[config.mk]
export PLATFORM = sky130hd
export DESIGN_NAME = egress_width_serializer
export DESIGN_NICKNAME = d
export VERILOG_FILES = /design/src/design/egress_pkg.sv /design/src/design/egress_width_serializer.sv
export SDC_FILE = /design/constraint.sdc
export NUM_CORES = 1
export LEC_CHECK = 0
export BUFFER_PORTS_ARGS = -buffer_cell sky130_fd_sc_hd__buf_2
export CAP_MARGIN = 20
export CORE_UTILIZATION = 52
export CTS_CLUSTER_DIAMETER = 30
export DETAILED_ROUTE_END_ITERATION = 6
export MAX_ROUTING_LAYER = met4
export PLACE_DENSITY = 0.83
export SLEW_MARGIN = 20
export SYNTH_ARGS = -nofsm -noshare
export SYNTH_HDL_FRONTEND = slang
export SYNTH_SLANG_ARGS = --single-unit
[constraint.sdc]
create_clock -name clk_ifc -period 3.6 [get_ports clk_ifc]
set_clock_uncertainty 0.2 [all_clocks]
set_input_delay 0 -clock clk_ifc [delete_from_list [all_inputs] [get_ports clk_ifc]]
set_output_delay 0 -clock clk_ifc [all_outputs]
set_load 0.02 [all_outputs]
[src/design/egress_pkg.sv]
/* Shared bus widths, port counts and beat types for the MPLS egress stage */

package egress_pkg;

    //////////////////////////////////////////////////////////////////////
    // Egress bus

    // Bytes carried by one 64-bit input beat
    localparam int BEAT_BYTES = 8;

    typedef logic [BEAT_BYTES*8-1:0] beat_t;
    typedef logic [BEAT_BYTES-1:0]   keep_t;

    //////////////////////////////////////////////////////////////////////
    // Physical ports

    // Narrow (8-bit) ports come first, the wide (32-bit) ports follow
    localparam int NUM_NARROW_PORTS = 2;
    localparam int NUM_WIDE_PORTS   = 2;
    localparam int NUM_PORTS        = NUM_NARROW_PORTS + NUM_WIDE_PORTS;

    typedef logic [$clog2(NUM_PORTS)-1:0] port_idx_t;

    //////////////////////////////////////////////////////////////////////
    // Packet and buffer sizing

    localparam int MAX_PACKET_BYTES = 64;
    localparam int MAX_PACKET_BEATS = MAX_PACKET_BYTES / BEAT_BYTES;

    // Room for four maximum-size packets per port
    localparam int BUFFER_BEATS = 4 * MAX_PACKET_BEATS;

endpackage

[src/design/egress_width_serializer.sv]
/* Output stage: breaks buffered 64-bit beats into port-width
   words with keep and last, one word per cycle within a packet */

`timescale 1ns/1ns

module egress_width_serializer
    import egress_pkg::*;
#(
    parameter int PORT_BYTES = 1
) (
    input  logic                    clk_ifc,
    input  logic                    rst,
    input  logic                    pkt_avail,
    input  beat_t                   rd_data,
    input  keep_t                   rd_keep,
    input  logic                    rd_last,
    output logic                    rd_req,
    output logic                    out_valid,
    output logic [PORT_BYTES*8-1:0] out_data,
    output logic [PORT_BYTES-1:0]   out_keep,
    output logic                    out_last
);

    localparam int WORDS = BEAT_BYTES / PORT_BYTES;
    localparam int OFF_W = $clog2(WORDS);

    typedef logic [OFF_W-1:0] off_t;

    typedef enum logic [1:0] {
        S_IDLE,
        S_FETCH,
        S_SHIFT
    } state_t;

    state_t state;
    beat_t  beat_q;
    keep_t  keep_q;
    logic   last_q;
    off_t   offset;
    off_t   last_word;
    logic   word_end;
    logic   pkt_end;

    // Word holding the highest valid byte of the held beat
    always_comb begin
        last_word = '0;
        for (int i = 0; i < BEAT_BYTES; i++) begin
            if (keep_q[i]) begin
                last_word = off_t'(i / PORT_BYTES);
            end
        end
    end

    assign word_end = (offset == off_t'(WORDS - 1));
    assign pkt_end  = (state == S_SHIFT) && last_q && (offset == last_word);

    // Ask one word early so the next beat lands as this one runs out
    assign rd_req = ((state == S_IDLE) && pkt_avail) ||
                    ((state == S_SHIFT) && !last_q && (offset == off_t'(WORDS - 2))) ||
                    (pkt_end && pkt_avail);

    assign out_valid = (state == S_SHIFT);
    assign out_data  = beat_q[offset*PORT_BYTES*8 +: PORT_BYTES*8];
    assign out_keep  = keep_q[offset*PORT_BYTES +: PORT_BYTES];
    assign out_last  = pkt_end;

    always_ff @(posedge clk_ifc) begin
        if (rst) begin
            state  <= S_IDLE;
            offset <= '0;
        end else begin
            case (state)
                S_IDLE: begin
                    if (pkt_avail) begin
                        state <= S_FETCH;
                    end
                end
                S_FETCH: begin
                    state  <= S_SHIFT;
                    offset <= '0;
                end
                S_SHIFT: begin
                    if (pkt_end) begin
                        // Next packet already committed, go fetch it
                        state <= pkt_avail ? S_FETCH : S_IDLE;
                    end else begin
                        // Wraps to zero at the end of a beat
                        offset <= offset + 1'b1;
                    end
                end
                default: begin
                    state <= S_IDLE;
                end
            endcase
        end
    end

    // Take a fresh beat on fetch or when the held one is used up
    always_ff @(posedge clk_ifc) begin
        if ((state == S_FETCH) || ((state == S_SHIFT) && word_end && !last_q)) begin
            beat_q <= rd_data;
            keep_q <= rd_keep;
            last_q <= rd_last;
        end
    end

endmodule

==> results of run 1 <==
==> cell families (layout without fill, tap and decap cells) <==
group / count (synthesis) / count (layout) / share of synthesized area
AOI/OAI and AO/OA: 14 / 14 / 0.03996
muxes: 29 / 29 / 0.1670
and+or+nand+nor: 23 / 23 / 0.03759
other: 0 / 1 / 0
DFF: 78 / 78 / 0.7250
adders and majority gates: 3 / 3 / 0.01187
xor gates and xnor gates: 2 / 2 / 0.005541
buffers and inverters: 10 / 185 / 0.01306
==> cells in the final DEF (no fill, tap or decap), drive strengths merged <==
cell type / count
nand2: 5
dfxtp: 5
mux2i: 1
o31ai: 2
clkinv: 3
a211oi: 1
dlygate4sd3: 75
and3: 1
a31oi: 1
nor4: 1
o211a: 1
xor2: 2
inv: 4
o311a: 1
or3: 1
a2111oi: 1
o2111ai: 1
edfxtp: 73
a21oi: 1
nor3: 4
diode: 1
nor2: 6
nor2b: 2
ha: 3
clkbuf: 11
mux2: 10
buf: 90
o21a: 2
a221oi: 1
nand3: 3
o21ai: 1
mux4: 18
a311oi: 1
bufinv: 2
==> state kept, by name, indices dropped and copies added (netlist names) <==
name,flops
last_q,1
offset,3
state,2
beat_q,64
keep_q,8
==> per-layer routing <==
layer | part of all wire | vias to the layer above | track usage | wire length [um]
met5 | 0 | - | - | 0
met4 | 0.013 | 0 | 0.1161 | 103
met3 | 0.051 | 9 | 0.05486 | 397
met2 | 0.55 | 87 | 0.4521 | 4280
met1 | 0.38 | 1089 | 0.3155 | 2957
li1 | - | 995 | - | -
==> power groups by stage <==
stage          sequential [mW]  combinational, mW  clock (mW)
5_1_grt                   1.08              0.296       0.734
3_3_place_gp              1.09              0.201           0
3_5_place_dp              1.09              0.204           0
6_report                  1.07              0.277       0.691
4_1_cts                   1.07              0.267       0.689
2_1_floorplan             1.09              0.131           0
==> final cells by class <==
class                      count  area [um^2]
sequential                    78         2292
fill                         309         1232
timing repair buffer         165         1209
multi-input combinational     71        835.8
clock buffer                  11        131.4
tap                           75        93.84
clock inverter                 5        73.82
inverter                       4        15.01
antenna                        1        2.502
==> how the worst max path moves through the flow <==
stage | startpoint | cells past startpoint | end
2_1_floorplan | offset[0] | 4 | beat_q[0]
3_3_place_gp | offset[1] | 5 | beat_q[57]
3_5_place_dp | offset[1] | 5 | beat_q[17]
4_1_cts | keep_q[4] | 6 | rd_req
5_1_grt | offset[0] | 6 | rd_req
6_report | keep_q[4] | 6 | rd_req
==> per-stage QoR <==
step | instance area, um^2 | power, mW
2_1_floorplan | 3162 | 1.219
3_3_place_gp | 3695 | 1.290
3_5_place_dp | 3695 | 1.297
4_1_cts | 4651 | 2.029
5_1_grt | 4653 | 2.108
6_report | 4653 | 2.042
==> worst reg2reg max path: cells and delay by family, from the launching register on <==
family | cells | cell delay, ps
AND/OR/NAND/NOR | 2 | 790
adder cells (fa/ha/maj) | 2 | 360
flip-flops | 1 | 310
buffers and inverters | 1 | 300
==> impl_metrics.tcl, run 1 <==
set metrics [dict create \
    status "complete, no violations" \
    place_ws_ps 1238 \
    seq_area_frac_synth 0.7250 \
    num_vias 2180 \
    yosys-top-cells-count "edfxtp_1, mux4_2, mux2_2" \
    critPathSlowestCell "edfxtp_1" \
    layout_worst_path_cycle_share 0.6758 \
    cts_buffer_depth 2 \
    synthTopCellsByArea "edfxtp_1, mux4_2, mux2_2" \
    fin_ws_ps 1167 \
    finalHoldViolations 0 \
    synth_cell_types 33 \
    detail-route-antenna-nets 0 \
    yosys.area.top_type "edfxtp_1" \
    crit_path_start_kind "register" \
    synth_top_area_frac 0.6933 \
    path_clk_slew_ps 70 \
    drv_cap 0 \
    avgRoutedWirePerCell_um 18.87 \
    syn_area_um2 3162 \
    antenna_found_initial 1 \
    ys_seq_elements 78 \
    drt_iter0_drc 150 \
    postSynth.asyncResetShare 0 \
    die_h_um 79.98 \
    cts_setup_buffers 0 \
    hp-class "in -> reg" \
    place.gp.congestion 0.7841 \
    ys.flop_type "edfxtp_1" \
    area_delta_synth_final_pct 47.17 \
    leakage_nw 1.770 \
    holdPathEnd "keep_q[2]" \
    max_stage_delay_ps 450 \
    synth_edf_count 73 \
    power_frac_seq 0.526 \
    worstPathMaxFanout 4 \
    arrival_ps 2230 \
    hold_slack_ps 169.2 \
    first_global_vias 2326 \
    worst_ir_drop_vdd_uv 365.3 \
    cts_resized 0 \
    boundaryPins 88 \
    fin_util 0.7906 \
    synth_nets 238 \
    ff2ff_path_depth 5 \
    cp_data_required_time_ps 3400 \
    rows 28 \
    yosys_warnings 0 \
    worstPathBufferInverterCount 1 \
    final_cells 410 \
    slew_viol_final 0 \
    relSlewSlack 0.4043 \
    r2r_end "beat_q[43]" \
    drive_above_1_share 0.4072 \
    crit_type "reg -> out" \
    hold_start "rd_keep[2]" \
    port_buffers 87 \
    powerDensity_nw_per_um2 438.9 \
    combPwrFrac 0.135 \
    die_x_um 79.98 \
    reg2reg_slack_ps 1230 \
    grt_pass1_wl_um 11600 \
    drc 0 \
    h-tree-depth 3 \
    cp_top_family "simple AND/OR/NAND/NOR gates" \
    start_util 0.5372 \
    gr-total-overflow 0 \
    final.setup.tns_ps 0 \
    setup_viol 0 \
    synth_most_common_cell "edfxtp_1" \
    cts_buffers 9 \
    syn_inst 159 \
    p_sw_frac 0.2201 \
    pwr-share-clk 0.338 \
    cp-end-kind "primary output" \
    switchingPower_mw 0.4494 \
    tritoncts "yes" \
    placed_cells 318 \
    cts.hold.buffers_added 75 \
    rsz0062_at_grt "no" \
    via_per_inst 5.317 \
    hpwl_um 3700 \
    reg2reg_from "offset[1]" \
    core_area_um2 5886 \
    die-area_um2 6396 \
    clk_latency_ps 340 \
    critical_path.cell_chain "nor4_2 > xor2_1 > nand2_1 > or3_4 > a311oi_2 > buf_2" \
    grt.total_usage 0.2688 \
    cts_sinks 78 \
    routed_wl_um 7738 \
    p_int_mw 1.593 \
    fin_crit_ps 2433 \
    clock.fmax_mhz 411.1 \
    fin_nets 408 \
    grt_max_degree 74 \
    syn_avg_cell_area_um2 19.89 \
    worstMarginPinSlew_ps 892.8 \
    cts_root_buffer "clkbuf_8" \
    hold_depth 2 \
    dr.pass1.iters 4 \
]
Note: power is estimated with default switching activity, not from simulation.
==> inputs of run 2 (changes only) <==
==> constraint.sdc (replaced) <==
create_clock -name clk_ifc -period 2.4 [get_ports clk_ifc]
set_clock_uncertainty 0.2 [all_clocks]
set_input_delay 0 -clock clk_ifc [delete_from_list [all_inputs] [get_ports clk_ifc]]
set_output_delay 0 -clock clk_ifc [all_outputs]
set_load 0.02 [all_outputs]
==> impl_metrics.tcl, run 2 (synthesized netlist as in run 1, its figures left out) <==
set metrics [dict create \
    start_util 0.5372 \
    placed_cells 321 \
    grt_max_degree 45 \
    largest_reg_flops 64 \
    cts_root_buffer "clkbuf_8" \
    finalHoldViolations 0 \
    critPathSlowestCell "edfxtp_1" \
    cts_buffer_depth 2 \
    cts_sinks 78 \
    combPwrFrac 0.133 \
    area_delta_synth_final_pct 49.66 \
    pwr-share-clk 0.360 \
    core_area_um2 5886 \
    worstPathMaxFanout 4 \
    regMostFlops "beat_q" \
    rows 28 \
    top_regs "beat_q (64), keep_q (8), offset (3)" \
    final_cells 414 \
    die_h_um 79.98 \
    h-tree-depth 3 \
    drive_above_1_share 0.4159 \
    detail-route-antenna-nets 0 \
    routed_wl_um 7737 \
    drc 0 \
    port_buffers 87 \
    clock.fmax_mhz 419.2 \
    relSlewSlack 0.7408 \
    max_stage_delay_ps 460 \
    layout_worst_path_cycle_share 0.9940 \
    hpwl_um 3752 \
    mostFrequentLayoutCell "buf_2" \
    grt.total_usage 0.2731 \
    nFillCells 307 \
    cts_buffers 9 \
    fin_nets 413 \
    place.gp.congestion 0.9356 \
    path_clk_slew_ps 80 \
    power_frac_seq 0.508 \
    crit_path_start_kind "register" \
    die-area_um2 6396 \
    crit_type "reg -> out" \
    arrival_ps 2190 \
    layout_common_cells "buf_2, dlygate4sd3_1, edfxtp_1, mux4_2" \
    cp-end-kind "primary output" \
    tritoncts "yes" \
    worstMarginPinSlew_ps 388.8 \
    num_vias 2219 \
    clk_latency_ps 340 \
    hp-class "in -> reg" \
    rsz0062_at_grt "yes" \
    finalInstanceArea_um2 4732 \
    powerDensity_nw_per_um2 673.1 \
    die_x_um 79.98 \
    fin_util 0.8040 \
    dr.pass1.iters 4 \
    gr-total-overflow 0 \
    grt_pass1_wl_um 11700 \
    power.total_mw 3.185 \
    drt_iter0_drc 190 \
    placed_area_um2 3725 \
    antenna_found_initial 0 \
    critical_path.cell_chain "nor4_4 > xor2_1 > nand2_1 > or3_4 > a311oi_2 > buf_4" \
    via_per_inst 5.360 \
    worst_ir_drop_vdd_uv 439.7 \
    boundaryPins 88 \
    p_sw_frac 0.2135 \
    leakage_nw 1.808 \
    switchingPower_mw 0.6799 \
    setup_viol 0 \
    drv_cap 0 \
    final.setup.tns_ps 0 \
    avgRoutedWirePerCell_um 18.69 \
    status "complete, no violations" \
    cp_data_required_time_ps 2200 \
    slew_viol_final 0 \
    fin_crit_ps 2386 \
    p_int_mw 2.505 \
    antenna_cells 0 \
    first_global_vias 2394 \
]
[run 2: path summary, 6_finish.rpt]
kind / from / endpoint / slack (ps) / depth (start not counted)
setup / recovery: keep_q[7] / rd_req / 10 / 6
setup reg to reg: keep_q[7] / offset[1] / 200 / 6
hold / removal: rd_data[17] / beat_q[17] / 160 / 2
hold reg to reg: state[1] / state[0] / 380 / 1
[run 2: final cells by class]
type | count | area (um^2) | area share
Tap cell | 75 | 93.84 | 0.01983
Inverter | 4 | 15.01 | 0.003173
Timing Repair Buffer | 170 | 1261 | 0.2665
Clock inverter | 5 | 97.59 | 0.02062
Multi-Input combinational cell | 71 | 839.6 | 0.1774
Clock buffer | 11 | 131.4 | 0.02776
Sequential cell | 78 | 2293 | 0.4847
[run 2: critical path: cells and delay by family (launching register included)]
| kind | cells | cell delay (ps) |
|---|---|---|
| AO/OA/AOI/OAI | 1 | 230 |
| buffers and inverters | 1 | 170 |
| AND/OR/NAND/NOR | 3 | 820 |
| XOR/XNOR | 1 | 170 |
| flip-flops | 1 | 460 |
[run 2: routing by layer]
metal	up-vias	part of all wire	track usage
li1	1004	-	-
met2	122	0.52	0.4462
met1	1067	0.37	0.3028
met4	0	0.037	0.1554
met5	-	0	-
met3	26	0.071	0.07429
[run 2: metrics by stage]
stage / setup WS, ps / hold slack, ps
after global placement: 366.3 / -23.80
after CTS: 9.345 / 164.3
after detailed placement: 354.1 / -21.91
final: 14.41 / 163.1
after global routing: -71.80 / 153.3
after floorplan: 169.5 / -130.9
[run 2: power groups by stage]
stage | logic [mW] | clock network [mW] | registers (mW)
final | 0.422 | 1.15 | 1.62
after global routing | 0.454 | 1.21 | 1.62
after CTS | 0.405 | 1.14 | 1.61
after detailed placement | 0.311 | 0 | 1.64
after global placement | 0.306 | 0 | 1.64
after floorplan | 0.197 | 0 | 1.63
[run 2: what timing repair did]
action | in CTS | in global routing
setup buffers | 0 | 2
endpoints found under the hold margin | 78 | 0
hold buffers | 75 | 0
gates resized for setup | 1 | 2
endpoints found under the setup margin | 1 | 2
pin swaps | 0 | 3
==> inputs of run 3 (changes only) <==
--- a/config.mk
+++ b/config.mk
@@ -5,11 +5,12 @@
 export SDC_FILE = /design/constraint.sdc
 export NUM_CORES = 1
 export LEC_CHECK = 0
-export BUFFER_PORTS_ARGS = -buffer_cell sky130_fd_sc_hd__buf_2
+export BUFFER_PORTS_ARGS = -buffer_cell sky130_fd_sc_hd__clkbuf_2
 export CAP_MARGIN = 20
 export CORE_UTILIZATION = 52
 export CTS_CLUSTER_DIAMETER = 30
 export DETAILED_ROUTE_END_ITERATION = 6
+export GPL_TIMING_DRIVEN = 0
 export MAX_ROUTING_LAYER = met4
 export PLACE_DENSITY = 0.83
 export SLEW_MARGIN = 20
==> impl_metrics.tcl, run 3 (synthesized netlist as in run 1, its figures left out) <==
set metrics [dict create \
    status "complete, no violations" \
    start_util 0.5372 \
    arrival_ps 2150 \
    fin_nets 416 \
    cts_sinks 78 \
    gr-total-overflow 0 \
    cts_root_buffer "clkbuf_8" \
    rows 28 \
    relSlewSlack 0.4867 \
    hpwl_um 3844 \
    drc 0 \
    pwr-share-clk 0.340 \
    setup_viol 0 \
    nFillCells 307 \
    finalHoldViolations 0 \
    cp_top_family "simple AND/OR/NAND/NOR gates" \
    grt.total_usage 0.2795 \
    via_per_inst 5.403 \
    core_area_um2 5886 \
    layout_worst_path_cycle_share 0.9801 \
    hold_slack_ps 170.3 \
    switchingPower_mw 0.7027 \
    die_h_um 79.98 \
    crit_cells 6 \
    cts_buffer_depth 2 \
    reg2reg_slack_ps 220 \
    crit_path_start_kind "register" \
    fin_ws_ps 47.87 \
    max_stage_delay_ps 460 \
    powerDensity_nw_per_um2 655.0 \
    first_global_vias 2360 \
    combPwrFrac 0.141 \
    layout_common_cells "clkbuf_2, dlygate4sd3_1, edfxtp_1, mux4_2" \
    regArea_um2 2292 \
    top_regs "beat_q (64), keep_q (8), offset (3)" \
    ff2ff_path_depth 6 \
    crit_type "reg -> out" \
    tritoncts "yes" \
    critPathSlowestCell "edfxtp_1" \
    dr.pass1.iters 4 \
    largest_reg_flops 64 \
    slew_viol_final 0 \
    port_buffers 87 \
    worstMarginPinSlew_ps 769.9 \
    finalInstanceArea_um2 4735 \
    worstPathBufferInverterCount 1 \
    avgRoutedWirePerCell_um 18.89 \
    boundaryPins 88 \
    worst_ir_drop_vdd_uv 518.2 \
    power_frac_seq 0.518 \
    antenna_found_initial 0 \
    cp-startpoint "keep_q[5]" \
    h-tree-depth 3 \
    drive_above_1_share 0.4181 \
    grt_max_degree 50 \
    fin_crit_ps 2352 \
    drt_iter0_drc 112 \
    placed_area_um2 3719 \
    multi_input_area_um2 844.6 \
    rsz0062_at_grt "yes" \
    mostFrequentLayoutCell "clkbuf_2" \
    die-area_um2 6396 \
    cp-end-kind "primary output" \
    worstPathMaxFanout 4 \
    cp_data_required_time_ps 2200 \
    detail-route-antenna-nets 0 \
    place_ws_ps 52.29 \
    critical_path.cell_chain "nor2b_1 > nor3_1 > a211oi_2 > or3_4 > a311oi_2 > buf_4" \
    p_int_mw 2.398 \
    path_clk_slew_ps 80 \
    leakage_nw 1.823 \
    die_x_um 79.98 \
    drv_cap 0 \
    place.gp.congestion 0.8248 \
    clock.fmax_mhz 425.1 \
    cts_buffers 9 \
    hp-class "in -> reg" \
    num_vias 2253 \
    routed_wl_um 7878 \
    fin_util 0.8044 \
    area_delta_synth_final_pct 49.74 \
    regMostFlops "beat_q" \
    clk_latency_ps 330 \
    reg2reg_from "keep_q[5]" \
    endpoint "rd_req" \
    antenna_cells 0 \
    p_sw_frac 0.2266 \
    grt_pass1_wl_um 12010 \
    r2r_end "offset[1]" \
]
-- run 3: final cells by class --
cell class,instances,area share
sequential,78,0.4841
timing repair buffer,167,0.2616
multi-input combinational,71,0.1784
clock buffer,9,0.02616
tap,75,0.01982
clock inverter,7,0.01876
buffer,6,0.007928
inverter,4,0.003171
-- run 3: power groups by stage --
stage / registers (mW) / logic (mW) / clock network, mW
CTS: 1.60 / 0.419 / 1.05
detailed placement: 1.63 / 0.319 / 0
finish: 1.61 / 0.439 / 1.06
global placement: 1.63 / 0.307 / 0
floorplan: 1.63 / 0.197 / 0
global route: 1.61 / 0.471 / 1.12
-- run 3: what timing repair did --
item                                    in CTS  in global routing
setup buffers                                3                  1
pin swaps                                    2                  2
endpoints found under the setup margin      10                 11
hold endpoints to repair                    78                  0
gates resized for setup                      3                  8
hold buffers                                75                  0
gates cloned                                 0                  0
-- run 3: worst min path at each step --
stage / depth (start not counted) / startpoint / slack, ps / endpoint
after global placement: 1 / rd_data[19] / -20 / beat_q[19]
final: 2 / rd_data[27] / 170 / beat_q[27]
after CTS: 2 / rd_data[55] / 160 / beat_q[55]
after global routing: 2 / rd_data[8] / 170 / beat_q[8]
after floorplan: 1 / rst / -130 / state[1]
after detailed placement: 1 / rd_data[0] / -20 / beat_q[0]
-- run 3: worst register-to-register path, cell delays in order, from the launching register on --
cell	delay (ps)
edfxtp_1	460
nor4_4	310
xor2_1	160
nand2_1	80
buf_4	140
o31ai_2	370
mux2_1	350
-- run 3: metrics by stage --
stage,power (mW),setup TNS [ps],instances
2_1_floorplan,1.825,0,159
5_1_grt,3.201,-23.50,417
3_3_place_gp,1.941,-16320,321
6_report,3.101,0,417
3_5_place_dp,1.954,0,322
4_1_cts,3.076,0,416
-- run 3: metal layers --
metal	track usage	share of wire	vias to the layer above
met2	0.4846	0.55	110
met5	-	0	-
met4	0.1232	0.030	0
li1	-	-	1011
met1	0.3293	0.37	1115
met3	0.03429	0.053	17
