==> src/design/egress_pkg.sv <==
/* Shared bus widths, port counts and beat types for the MPLS egress stage */

package egress_pkg;

    //////////////////////////////////////////////////////////////////////
    // Egress bus

    // Bytes carried by one 64-bit input beat
    localparam int BEAT_BYTES = 8;

    typedef logic [BEAT_BYTES*8-1:0] beat_t;
    typedef logic [BEAT_BYTES-1:0]   keep_t;

    //////////////////////////////////////////////////////////////////////
    // Physical ports

    // Narrow (8-bit) ports come first, the wide (32-bit) ports follow
    localparam int NUM_NARROW_PORTS = 2;
    localparam int NUM_WIDE_PORTS   = 2;
    localparam int NUM_PORTS        = NUM_NARROW_PORTS + NUM_WIDE_PORTS;

    typedef logic [$clog2(NUM_PORTS)-1:0] port_idx_t;

    //////////////////////////////////////////////////////////////////////
    // Packet and buffer sizing

    localparam int MAX_PACKET_BYTES = 64;
    localparam int MAX_PACKET_BEATS = MAX_PACKET_BYTES / BEAT_BYTES;

    // Room for four maximum-size packets per port
    localparam int BUFFER_BEATS = 4 * MAX_PACKET_BEATS;

endpackage

==> src/design/egress_port_decode.sv <==
/* Input stage: registers egress beats and steers each packet
   to one buffer by a one-hot select held for the whole packet */

`timescale 1ns/1ns

module egress_port_decode
    import egress_pkg::*;
#(
    parameter int PORTS = NUM_PORTS
) (
    input  logic             clk_ifc,
    input  logic             rst,
    input  logic             in_valid,
    input  beat_t            in_data,
    input  keep_t            in_keep,
    input  logic             in_last,
    input  port_idx_t        in_port,
    output logic             wr_valid,
    output beat_t            wr_data,
    output keep_t            wr_keep,
    output logic             wr_last,
    output logic [PORTS-1:0] wr_sel
);

    // High between the first and the last beat of a packet
    logic      in_pkt;
    port_idx_t dest_q;
    port_idx_t dest;

    // The port field only counts on the first beat
    assign dest = in_pkt ? dest_q : in_port;

    always_ff @(posedge clk_ifc) begin
        if (rst) begin
            in_pkt   <= 1'b0;
            dest_q   <= '0;
            wr_valid <= 1'b0;
            wr_last  <= 1'b0;
            wr_sel   <= '0;
        end else begin
            wr_valid <= in_valid;
            wr_last  <= in_valid & in_last;
            if (in_valid) begin
                in_pkt <= ~in_last;
                if (!in_pkt) begin
                    dest_q <= in_port;
                end
                wr_sel <= PORTS'(1) << dest;
            end
        end
    end

    // Beat payload, one cycle behind the input
    always_ff @(posedge clk_ifc) begin
        wr_data <= in_data;
        wr_keep <= in_keep;
    end

endmodule

==> config.mk <==
export PLATFORM = sky130hd
export DESIGN_NAME = egress_port_decode
export DESIGN_NICKNAME = d
export VERILOG_FILES = /design/src/design/egress_pkg.sv /design/src/design/egress_port_decode.sv
export SDC_FILE = /design/constraint.sdc
export NUM_CORES = 1
export LEC_CHECK = 0
export BUFFER_PORTS_ARGS = -buffer_cell sky130_fd_sc_hd__buf_2
export CAP_MARGIN = 25
export CORE_UTILIZATION = 39
export DETAILED_ROUTE_END_ITERATION = 8
export PLACE_DENSITY = 0.82
export SLEW_MARGIN = 20
export SYNTH_ARGS = -nofsm -noshare
export SYNTH_HDL_FRONTEND = slang
export SYNTH_SLANG_ARGS = --single-unit
==> constraint.sdc <==
create_clock -name clk_ifc -period 2.6 [get_ports clk_ifc]
set_input_delay 0.39 -clock clk_ifc [delete_from_list [all_inputs] [get_ports clk_ifc]]
set_output_delay 0.39 -clock clk_ifc [all_outputs]
set_load 0.02 [all_outputs]
==> metrics, run 1 <==
Mapped Area=1810 um^2; actual slew at the worst max-slew pin=0.255 ns; # resized after CTS=0; Critical Path Source Type=flop; post-synthesis sequential area ratio=0.898; Tot GR Track Use=0.162; share of layout cells above drive strength 1=0.621; Boundary Pins=156; highest cell delay on the worst timing path=0.35 ns; clk root buf=clkbuf_8; yosys warns=0; post-layout worst setup margin=1.37 ns; Synth Instances=between 100 and 150; fin crit share=0.474; Detail Placement HPWL=3.12 mm; total power density per cell area=886 nW/um^2; pre-CTS setup slack=1.48 ns; Clock transition at path regs=0.08 ns; Tmin final=approximately 1.2 ns; worst-path cell chain=buf_2; routability congestion estimate=0.725; antenna cells=0; starting density of the core=0.409; nets=350; Fillers=347; critical path peak fanout=2; total CTS buffers=9; CTS H-tree lvls=3; Post-DRT Antenna Nets=0; cts hold-fix bufs=0; detailed-route wire length=3.91 mm; Final setup viols=0; antenna violations before repair=0; max_slew headroom=0.830; Worst-Skew Late Latency=between 0.3 and 0.4 ns; Yosys reg bits=81; CTS max path bufs=2; worst hold path class=primary input to flop; First DRT Iteration DRCs=30; CTS tree=done; CP delay by family, top=flip-flops; Max Fclk=0.811 GHz; VDD IR max=about 590 uV; Core ar.=4410 um^2; syn_nets=around 190; Leakage=1.47 nW; vias in the first global route=between 1000 and 1500; Req. time, crit path=2.21 ns; Die Wd=70.0 um; Post-CTS Setup Inserts=0; Die Y=70.0 um; Buf/Inv on CP=1; RSZ-0062 raised after global routing=no; status=complete, no violations; GR Overflow Total=0; Final Max Slew Viols=0; Wirelength per Cell=~12 um; # port buffers=155; syn_area_per_cell=16.7 um^2; Setup Skew=0.00109 ns; CTS Sinks=81; Max Cap Viol=0; vias=1374; die area=4910 um^2; Netlist cell types=19; drt first pass iters=4; CP arrival=0.84 ns; Crit. End Element=output pin; first-pass GRT wire length=5.84 mm; placed cell count=313; non-filler cells in the finished layout=329; Post-Route Setup TNS=0 ns; crit path max-delay cell type=dfxtp_1; Final Hold Viols=0; stages on the worst setup path=1; area grow syn2layout=57.9%; Cell Rows=24; DRC Markers=0; Avg Vias per Cell=4.18; largest net degree at the start of global routing=14; hold depth=1; worst r2r path cells=3; critical path type=flop to output pin
==> registers in the layout (all words and copies together), names as in the netlist <==
name,flops
wr_data,64
wr_keep,8
wr_sel,4
dest_q,2
in_pkt,1
wr_last,1
wr_valid,1
==> path summary, 6_finish.rpt <==
path	to	slack [ns]	from
worst min-delay path	wr_data[32]$_DFF_P_	0.16	in_data[32]
worst max-delay path	wr_sel[0]	1.37	wr_sel[0]$_SDFFE_PP0P_
worst max register to register	wr_sel[1]$_SDFFE_PP0P_	1.53	in_pkt$_SDFFE_PP0P_
worst min register to register	wr_sel[3]$_SDFFE_PP0P_	0.48	wr_sel[3]$_SDFFE_PP0P_
==> power by group <==
part           leakage, nW  switching, mW  internal [mW]
Clock                0.107          0.402          0.570
Combinational        0.681          0.133         0.0943
Sequential           0.682         0.0196           1.31
Total                 1.47          0.555           1.97
==> final cells by class <==
type / instances / area [um^2] / share of cell area
Clock buffer: 12 / 145 / 0.0509
Sequential cell: 81 / 1620 / 0.569
Clock inverter: 4 / 76.3 / 0.0268
Tap cell: 52 / 65.1 / 0.0228
Multi-Input combinational cell: 25 / 168 / 0.0588
Timing Repair Buffer: 155 / 776 / 0.272
==> kinds of logic after synthesis <==
kind of cell,synth area share
AO/OA/AOI/OAI,0.0409
buffers and inverters,0.00901
flip-flops,0.898
multiplexers,0.0111
AND/OR/NAND/NOR,0.0409
==> Yosys cell counts (all sizes together) <==
library cell | instances | area share
dfxtp | 81 | 0.90
nor2 | 6 | 0.012
a211oi | 3 | 0.012
a21oi | 2 | 0.0076
buf | 2 | 0.0090
mux2i | 2 | 0.011
nand2b | 2 | 0.0069
a21boi | 1 | 0.0062
a2bb2oi | 1 | 0.0049
and2 | 1 | 0.0035
and2b | 1 | 0.0042
nand2 | 1 | 0.0021
nand3 | 1 | 0.0028
nor2b | 1 | 0.0035
nor3 | 1 | 0.0055
o211a | 1 | 0.0055
o21a | 1 | 0.0042
==> per-layer routing <==
layer  track usage  vias to the layer above  share of wire
li1              -                      673              -
met1         0.142                      614           0.34
met2         0.296                       83           0.55
met3        0.0880                        4          0.097
met4        0.0800                        0          0.011
met5             0                        -              0
==> placed cells by master (no fill, tap or decap) <==
| cell | synthesis | routed |
|---|---|---|
| a211oi_1 | 3 | 3 |
| a21boi_2 | 1 | 1 |
| a21oi_1 | 1 | 1 |
| a21oi_2 | 1 | 1 |
| a2bb2oi_1 | 1 | 1 |
| and2_1 | 1 | 1 |
| and2b_1 | 1 | 1 |
| buf_2 | 1 | 155 |
| bufinv_16 | 0 | 2 |
| clkbuf_1 | 0 | 2 |
| clkbuf_8 | 0 | 10 |
| clkinv_4 | 0 | 1 |
| clkinvlp_4 | 0 | 1 |
| dfxtp_1 | 81 | 81 |
| mux2i_1 | 2 | 2 |
| nand2_1 | 1 | 1 |
| nand2b_1 | 2 | 2 |
| nand3_1 | 1 | 1 |
| nor2_1 | 6 | 6 |
| nor2b_1 | 1 | 1 |
| nor3_2 | 1 | 1 |
| o211a_1 | 1 | 1 |
| o21a_1 | 1 | 1 |
==> stage by stage <==
step	util	power (mW)	hold slack (ns)	instance area, um^2
2_1_floorplan	-	1.46	0.418	1810
3_3_place_gp	0.596	1.58	0.460	2630
3_5_place_dp	0.596	1.59	0.466	2630
4_1_cts	0.646	2.56	0.133	2850
5_1_grt	0.646	2.63	0.124	2850
6_report	0.646	2.53	0.155	2850
Note: power is estimated with default switching activity, not from simulation.
==> inputs of run 2 (changes only) <==
- CORE_UTILIZATION: 39 -> 36
- PLACE_DENSITY: 0.82 -> 0.77
- clock period: 2.6 -> 1.3 ns (I/O delays scaled with it)
==> run 2 against run 1 <==
Non-clock buffer count grew 72. Highest routed layer unchanged. Sequential power up 100%. Global-route usage up 9.4 points. Clock-buffer cell count shrank 1.
==> metrics, run 2 (same netlist as run 1, synthesis figures left out) <==
Max Cap Viol=0 (unchanged); CTS Sinks=81 (unchanged); vias=1765 (was 1374); Boundary Pins=156 (unchanged); clk root buf=clkbuf_8 (unchanged); Setup Skew=0.00592 ns (was 0.00109 ns); VDD IR max=886 uV (was 594 uV); largest reg by FF count=wr_data (unchanged); Crit. End Element=flop (was output pin); total power=5.09 mW (was 2.53 mW); share of layout cells above drive strength 1=0.493 (was 0.621); fin crit share=0.840; commonest non-fill, non-tap cells in the layout=buf_2 (155), dfxtp_1 (81), dlygate4sd3_1 (72) (was buf_2 (155), dfxtp_1 (81), clkbuf_8 (10)); vias in the first global route=1937 (was 1301); first-pass GRT wire length=9.49 mm (was 5.84 mm); RSZ-0062 raised after global routing=no (unchanged); antenna cells=0 (unchanged); First DRT Iteration DRCs=42 (was 30); Post-DRT Antenna Nets=0 (unchanged); CTS tree=done (unchanged); Post-CTS Setup Inserts=0 (unchanged); Cell Rows=25 (was 24); detailed-route wire length=6.73 mm (was 3.91 mm); top flop regs=wr_data (64), wr_keep (8), wr_sel (4) (unchanged); hold_ws=0.0626 ns (was 0.155 ns); wire length on met3=381 um (was 378 um); crit path max-delay cell type=dfxtp_1 (unchanged); Max Used Layer=met4 (unchanged); post-layout worst setup margin=0.207 ns (was 1.37 ns); Wirelength per Cell=16.2 um (was 11.9 um); CTS max path bufs=2 (unchanged); routed wl met2=3.46 mm (was 2.15 mm); Core ar.=4790 um^2 (was 4410 um^2); Final Hold Viols=0 (unchanged); pre-CTS setup slack=0.221 ns (was 1.48 ns); max_slew headroom=0.825 (was 0.830); Worst-Skew Late Latency=0.33 ns (was 0.32 ns); Max Fclk=just over 0.9 GHz; CP arrival=1.32 ns (was 0.84 ns); DRC Markers=0 (unchanged); # port buffers=155 (unchanged); dpl cell area=2650 um^2 (was 2630 um^2); non-filler cells in the finished layout=416 (was 329); fin util=0.743 (was 0.646); nets=422 (was 350); status=complete, no violations (unchanged); total power density per cell area=1430 nW/um^2 (was 886 nW/um^2); Fillers=293 (was 347); commonest non-fill, non-tap cell in the layout=buf_2 (unchanged); Die Wd=72.8 um (was 70.0 um); antenna violations before repair=0 (unchanged); worst hold path class=primary input to flop (unchanged); Avg Vias per Cell=4.24 (was 4.18); Final Max Slew Viols=0 (unchanged); Tmin final=between 1 and 1.5 ns; Largest register FFs=64 (unchanged); Die Y=72.8 um (was 70.0 um); total CTS buffers=9 (unchanged); met1 wire length=2.57 mm (was 1.34 mm); starting density of the core=0.377 (was 0.409); worst-path cell chain=mux2i_1, a21oi_2, a21boi_2 (was buf_2); highest cell delay on the worst timing path=0.47 ns (was 0.35 ns); fin area=3560 um^2 (was 2850 um^2); Req. time, crit path=1.53 ns (was 2.21 ns); GR Overflow Total=0 (unchanged); Clock transition at path regs=0.08 ns (about the same); CTS H-tree lvls=3 (unchanged); Tot GR Track Use=0.257 (was 0.162); placed cell count=328 (was 313); Post-Route Setup TNS=0 ns (unchanged); area grow syn2layout=97.0% (was 57.9%); routability congestion estimate=0.687 (was 0.725); Critical Path Source Type=flop (unchanged); Leakage=1.76 nW (was 1.47 nW); Final setup viols=0 (unchanged); Detail Placement HPWL=3.31 mm (was 3.12 mm); largest net degree at the start of global routing=14 (unchanged); critical path peak fanout=8 (was 2); actual slew at the worst max-slew pin=0.262 ns (was 0.255 ns); critical path type=flop to flop (was flop to output pin); die area=5300 um^2 (was 4910 um^2); drt first pass iters=4 (unchanged)
[run 2: final timing paths]
path              slack (ns)              startpoint                endpoint  depth (start not counted)
hold reg to reg         0.49  wr_sel[3]$_SDFFE_PP0P_  wr_sel[3]$_SDFFE_PP0P_                          1
hold / removal          0.06                 in_last     in_pkt$_SDFFE_PP0P_                          2
setup / recovery        0.21     in_pkt$_SDFFE_PP0P_  wr_sel[1]$_SDFFE_PP0P_                          3
setup reg to reg        0.21     in_pkt$_SDFFE_PP0P_  wr_sel[1]$_SDFFE_PP0P_                          3
[run 2: layer usage]
metal | GRT usage | vias to the layer above
li1 | - | 818
met1 | 0.272 | 822
met2 | 0.441 | 103
met3 | 0.0773 | 22
met4 | 0.170 | 0
met5 | 0 | -
[run 2: layout make-up]
cell class | count | area [um^2] | share of cell area
Sequential cell | 81 | 1620 | 0.456
Timing Repair Buffer | 227 | 1500 | 0.421
Multi-Input combinational cell | 25 | 168 | 0.0471
Clock buffer | 11 | 131 | 0.0369
Tap cell | 67 | 83.8 | 0.0236
Clock inverter | 5 | 56.3 | 0.0158
[run 2: timing repair]
| item | in CTS | in global routing |
|---|---|---|
| hold buffers | 72 | 0 |
| endpoints found under the hold margin | 72 | 0 |
| gates resized for setup | 0 | 0 |
[run 2: critical path: cells and delay by family, from the launching register on]
family          cells  cell delay (ns)
mux                 1             0.27
flops               1             0.47
compound gates      2             0.26
[run 2: where the power goes]
group / total, mW / leakage (nW) / internal, mW / switching (mW)
clock: 1.76 / 0.0933 / 0.887 / 0.875
combinational: 0.662 / 0.982 / 0.331 / 0.331
sequential: 2.67 / 0.682 / 2.62 / 0.0492
==> inputs of run 3 (changes only) <==
- ABC_AREA: not set -> 1
- CORE_UTILIZATION: 36 -> 33
- PLACE_DENSITY: 0.77 -> 0.74
- clock period: 1.3 -> 0.9 ns (I/O delays scaled with it)
==> run 3 against run 2 <==
The flow now finishes with violations (setup timing). Sequential power is 47% higher. Die area is 8.8% higher. Sequential share of layout area shrank 4.5 points. Clock power increased by 37%. Synthesized cell count rose by 12%. Flip-flop and latch count unchanged. Worst hold slack got worse by 0.017 ns. Register-to-register slack got worse by 0.22 ns. Power rose by 48%.
==> metrics, run 3 <==
highest cell delay on the worst timing path=0.35 ns (was 0.47 ns); worst r2r path cells=5 (was 3); drt first pass iters=4 (unchanged); xor/xnor cell area share of the yosys netlist=0 (unchanged); Buf/Inv on CP=1 (was 0); die area=5770 um^2 (was 5300 um^2); First DRT Iteration DRCs=64 (was 42); Wirelength per Cell=14.8 um (was 16.2 um); Final setup viols=79 (was 0); CP arrival=0.80 ns (was 1.32 ns); vias=1787 (was 1765); Max Cap Viol=0 (unchanged); placed cell count=345 (was 328); share of layout cells above drive strength 1=0.720 (was 0.493); top flop regs=wr_data (64), wr_keep (8), wr_sel (4) (unchanged); DRC Markers=0 (unchanged); status=finished with violations (was complete, no violations); Largest register FFs=64 (unchanged); CTS max path bufs=2 (unchanged); # port buffers=155 (unchanged); Mapped Area=1810 um^2 (unchanged); Post-DRT Antenna Nets=0 (unchanged); hold depth=2 (unchanged); EDFF count, synth=0 (unchanged); dpl cell area=2660 um^2 (was 2650 um^2); starting density of the core=0.349 (was 0.377); clk root buf=clkbuf_8 (unchanged); Post-synth top flop=dfxtp_1 (unchanged); total power density per cell area=1790 nW/um^2 (was 1430 nW/um^2); VDD IR max=1240 uV (was 886 uV); syn_nets=199 (was 186); synth top area cells=dfxtp_1 (90%), nand2_1 (2.7%), inv_1 (1.5%) (was dfxtp_1 (90%), a211oi_1 (1.2%), nor2_1 (1.2%)); Cell Rows=26 (was 25); Hold Crit Start=rst (was in_last); crit path max-delay cell type=dfxtp_2 (was dfxtp_1); setup slack, reg-to-reg=-0.01 ns (was 0.21 ns); syn_area_per_cell=14.9 um^2 (was 16.7 um^2); Fillers=262 (was 293); mux cell area share after synthesis=0 (was 0.0111); Tot GR Track Use=0.236 (was 0.257); Netlist cell types=13 (was 19); total power=7.51 mW (was 5.09 mW); Die Wd=76.0 um (was 72.8 um); fin area=4190 um^2 (was 3560 um^2); fin crit share=1.04; Clock transition at path regs=0.09 ns (was 0.08 ns); area leader, netlist=dfxtp_1 (unchanged); post-layout worst setup margin=-0.0383 ns (was 0.207 ns); R2R Path End=wr_sel[1]$_SDFFE_PP0P_ (unchanged); pre-CTS setup slack=0.00190 ns (was 0.221 ns); Critical Path Source Type=flop (unchanged); failing checks=setup timing; Setup Skew=0.00303 ns (was 0.00592 ns); CTS tree=done (unchanged); area grow syn2layout=132% (was 97.0%); non-filler cells in the finished layout=434 (was 416); critical path type=flop to output pin (was flop to flop); Worst-Skew Late Latency=0.33 ns (about the same); Compound-Gate Fraction of Synth Area=0.0229 (was 0.0409); Post-synth ARST share=0 (unchanged); critical path peak fanout=1 (was 8); largest net degree at the start of global routing=16 (was 14); Detail Placement HPWL=2.99 mm (was 3.31 mm); CP delay by family, top=flip-flops (unchanged); Crit. End Element=output pin (was flop); worst hold path class=primary input to flop (unchanged); Post-Route Setup TNS=-1.10 ns (was 0 ns); fin util=0.810 (was 0.743); CTS H-tree lvls=3 (unchanged); antenna violations before repair=0 (unchanged); most numerous cell in the Yosys netlist=dfxtp_1 (unchanged); Leakage=1.95 nW (was 1.76 nW); total CTS buffers=9 (unchanged); detailed-route wire length=6.44 mm (was 6.73 mm); post-synthesis sequential area ratio=0.898 (unchanged); RSZ-0062 raised after global routing=yes (was no); top cells by count, synth=dfxtp_1 (81), nand2_1 (13), inv_1 (7) (was dfxtp_1 (81), nor2_1 (6), a211oi_1 (3)); Avg Vias per Cell=4.12 (was 4.24); CTS Sinks=81 (unchanged); first-pass GRT wire length=10.2 mm (was 9.49 mm); Boundary Pins=156 (unchanged); worst-path cell chain=buf_6 (was mux2i_1, a21oi_2, a21boi_2); area share of the largest cell type after synthesis=0.898 (unchanged); hold_ws=0.0451 ns (was 0.0626 ns); max_slew headroom=0.878 (was 0.825); largest family of logic cells by synthesized area=simple AND/OR/NAND/NOR gates (unchanged); GR Overflow Total=0 (unchanged); post-synthesis adder-cell area fraction=0 (unchanged); largest reg by FF count=wr_data (unchanged); antenna cells=0 (unchanged); Req. time, crit path=0.76 ns (was 1.53 ns); actual slew at the worst max-slew pin=0.182 ns (was 0.262 ns); Yosys reg bits=81 (unchanged); Die Y=76.0 um (was 72.8 um); vias in the first global route=2020 (was 1937); routability congestion estimate=0.740 (was 0.687); Synth Area in Simple Gates=0.0582 (was 0.0409); Final Hold Viols=0 (unchanged); hold worst-path end=wr_sel[0]$_SDFFE_PP0P_ (was in_pkt$_SDFFE_PP0P_); Synth Instances=121 (was 108); yosys warns=0 (unchanged); nets=437 (was 422); Max Fclk=about 1.1 GHz; Final Max Slew Viols=0 (unchanged); Core ar.=5170 um^2 (was 4790 um^2); Tmin final=about 0.94 ns; R2R Path Start=in_pkt$_SDFFE_PP0P_ (unchanged); commonest non-fill, non-tap cells in the layout=buf_6 (78), dfxtp_2 (78), buf_2 (77) (was buf_2 (155), dfxtp_1 (81), dlygate4sd3_1 (72))
run 3: cell types whose count changed after synthesis, sizes merged, moves of 2 or more:
cell    previous run  this run
nand2              1        17
a21oi              2         5
nand2b             2         0
inv                0         8
nor2               6         4
a211oi             3         0
mux2i              2         0
run 3: final cells by class:
class	count	area (um^2)	share of cell area
flip-flops and latches	81	1720	0.411
clock buffers	10	138	0.0328
multi-input cells	31	166	0.0397
clock inverters	6	50.0	0.0119
well taps	70	87.6	0.0209
repair buffers	228	1990	0.476
inverters	8	32.5	0.00776
run 3: layer usage:
metal	routed length [um]	vias to the layer above	GRT usage
li1	-	846	-
met1	2160	818	0.220
met2	3500	109	0.439
met3	637	14	0.0964
met4	141	0	0.121
met5	0	-	0
run 3: worst max path at each step:
stage	start	cells past startpoint	to	slack, ns
2_1_floorplan	in_pkt$_SDFFE_PP0P_	4	wr_sel[1]$_SDFFE_PP0P_	0.07
3_3_place_gp	in_pkt$_SDFFE_PP0P_	4	wr_sel[1]$_SDFFE_PP0P_	0.03
3_5_place_dp	in_pkt$_SDFFE_PP0P_	4	wr_sel[1]$_SDFFE_PP0P_	0.002
4_1_cts	wr_data[10]$_DFF_P_	1	wr_data[10]	-0.06
5_1_grt	wr_data[10]$_DFF_P_	1	wr_data[10]	-0.08
6_report	wr_data[10]$_DFF_P_	1	wr_data[10]	-0.04
run 3: power breakdown:
group          total, mW  leakage (nW)  switching [mW]  internal (mW)
registers           3.92         0.685           0.110           3.81
logic               1.17          1.18           0.479          0.691
clock network       2.42        0.0895            1.31           1.11
total               7.51          1.95            1.90           5.61
run 3: cell families after synthesis:
kind of cell           count (synthesis)
flip-flops                            81
AO/OA/AOI/OAI                          7
buffers and inverters                  9
AND/OR/NAND/NOR                       24
run 3: timing repair:
action,in CTS,in global routing
hold buffers,73,0
pin swaps,0,1
buffers inserted,0,0
resized for setup,234,9
hold endpoints to repair,73,0
setup endpoints to repair,79,83
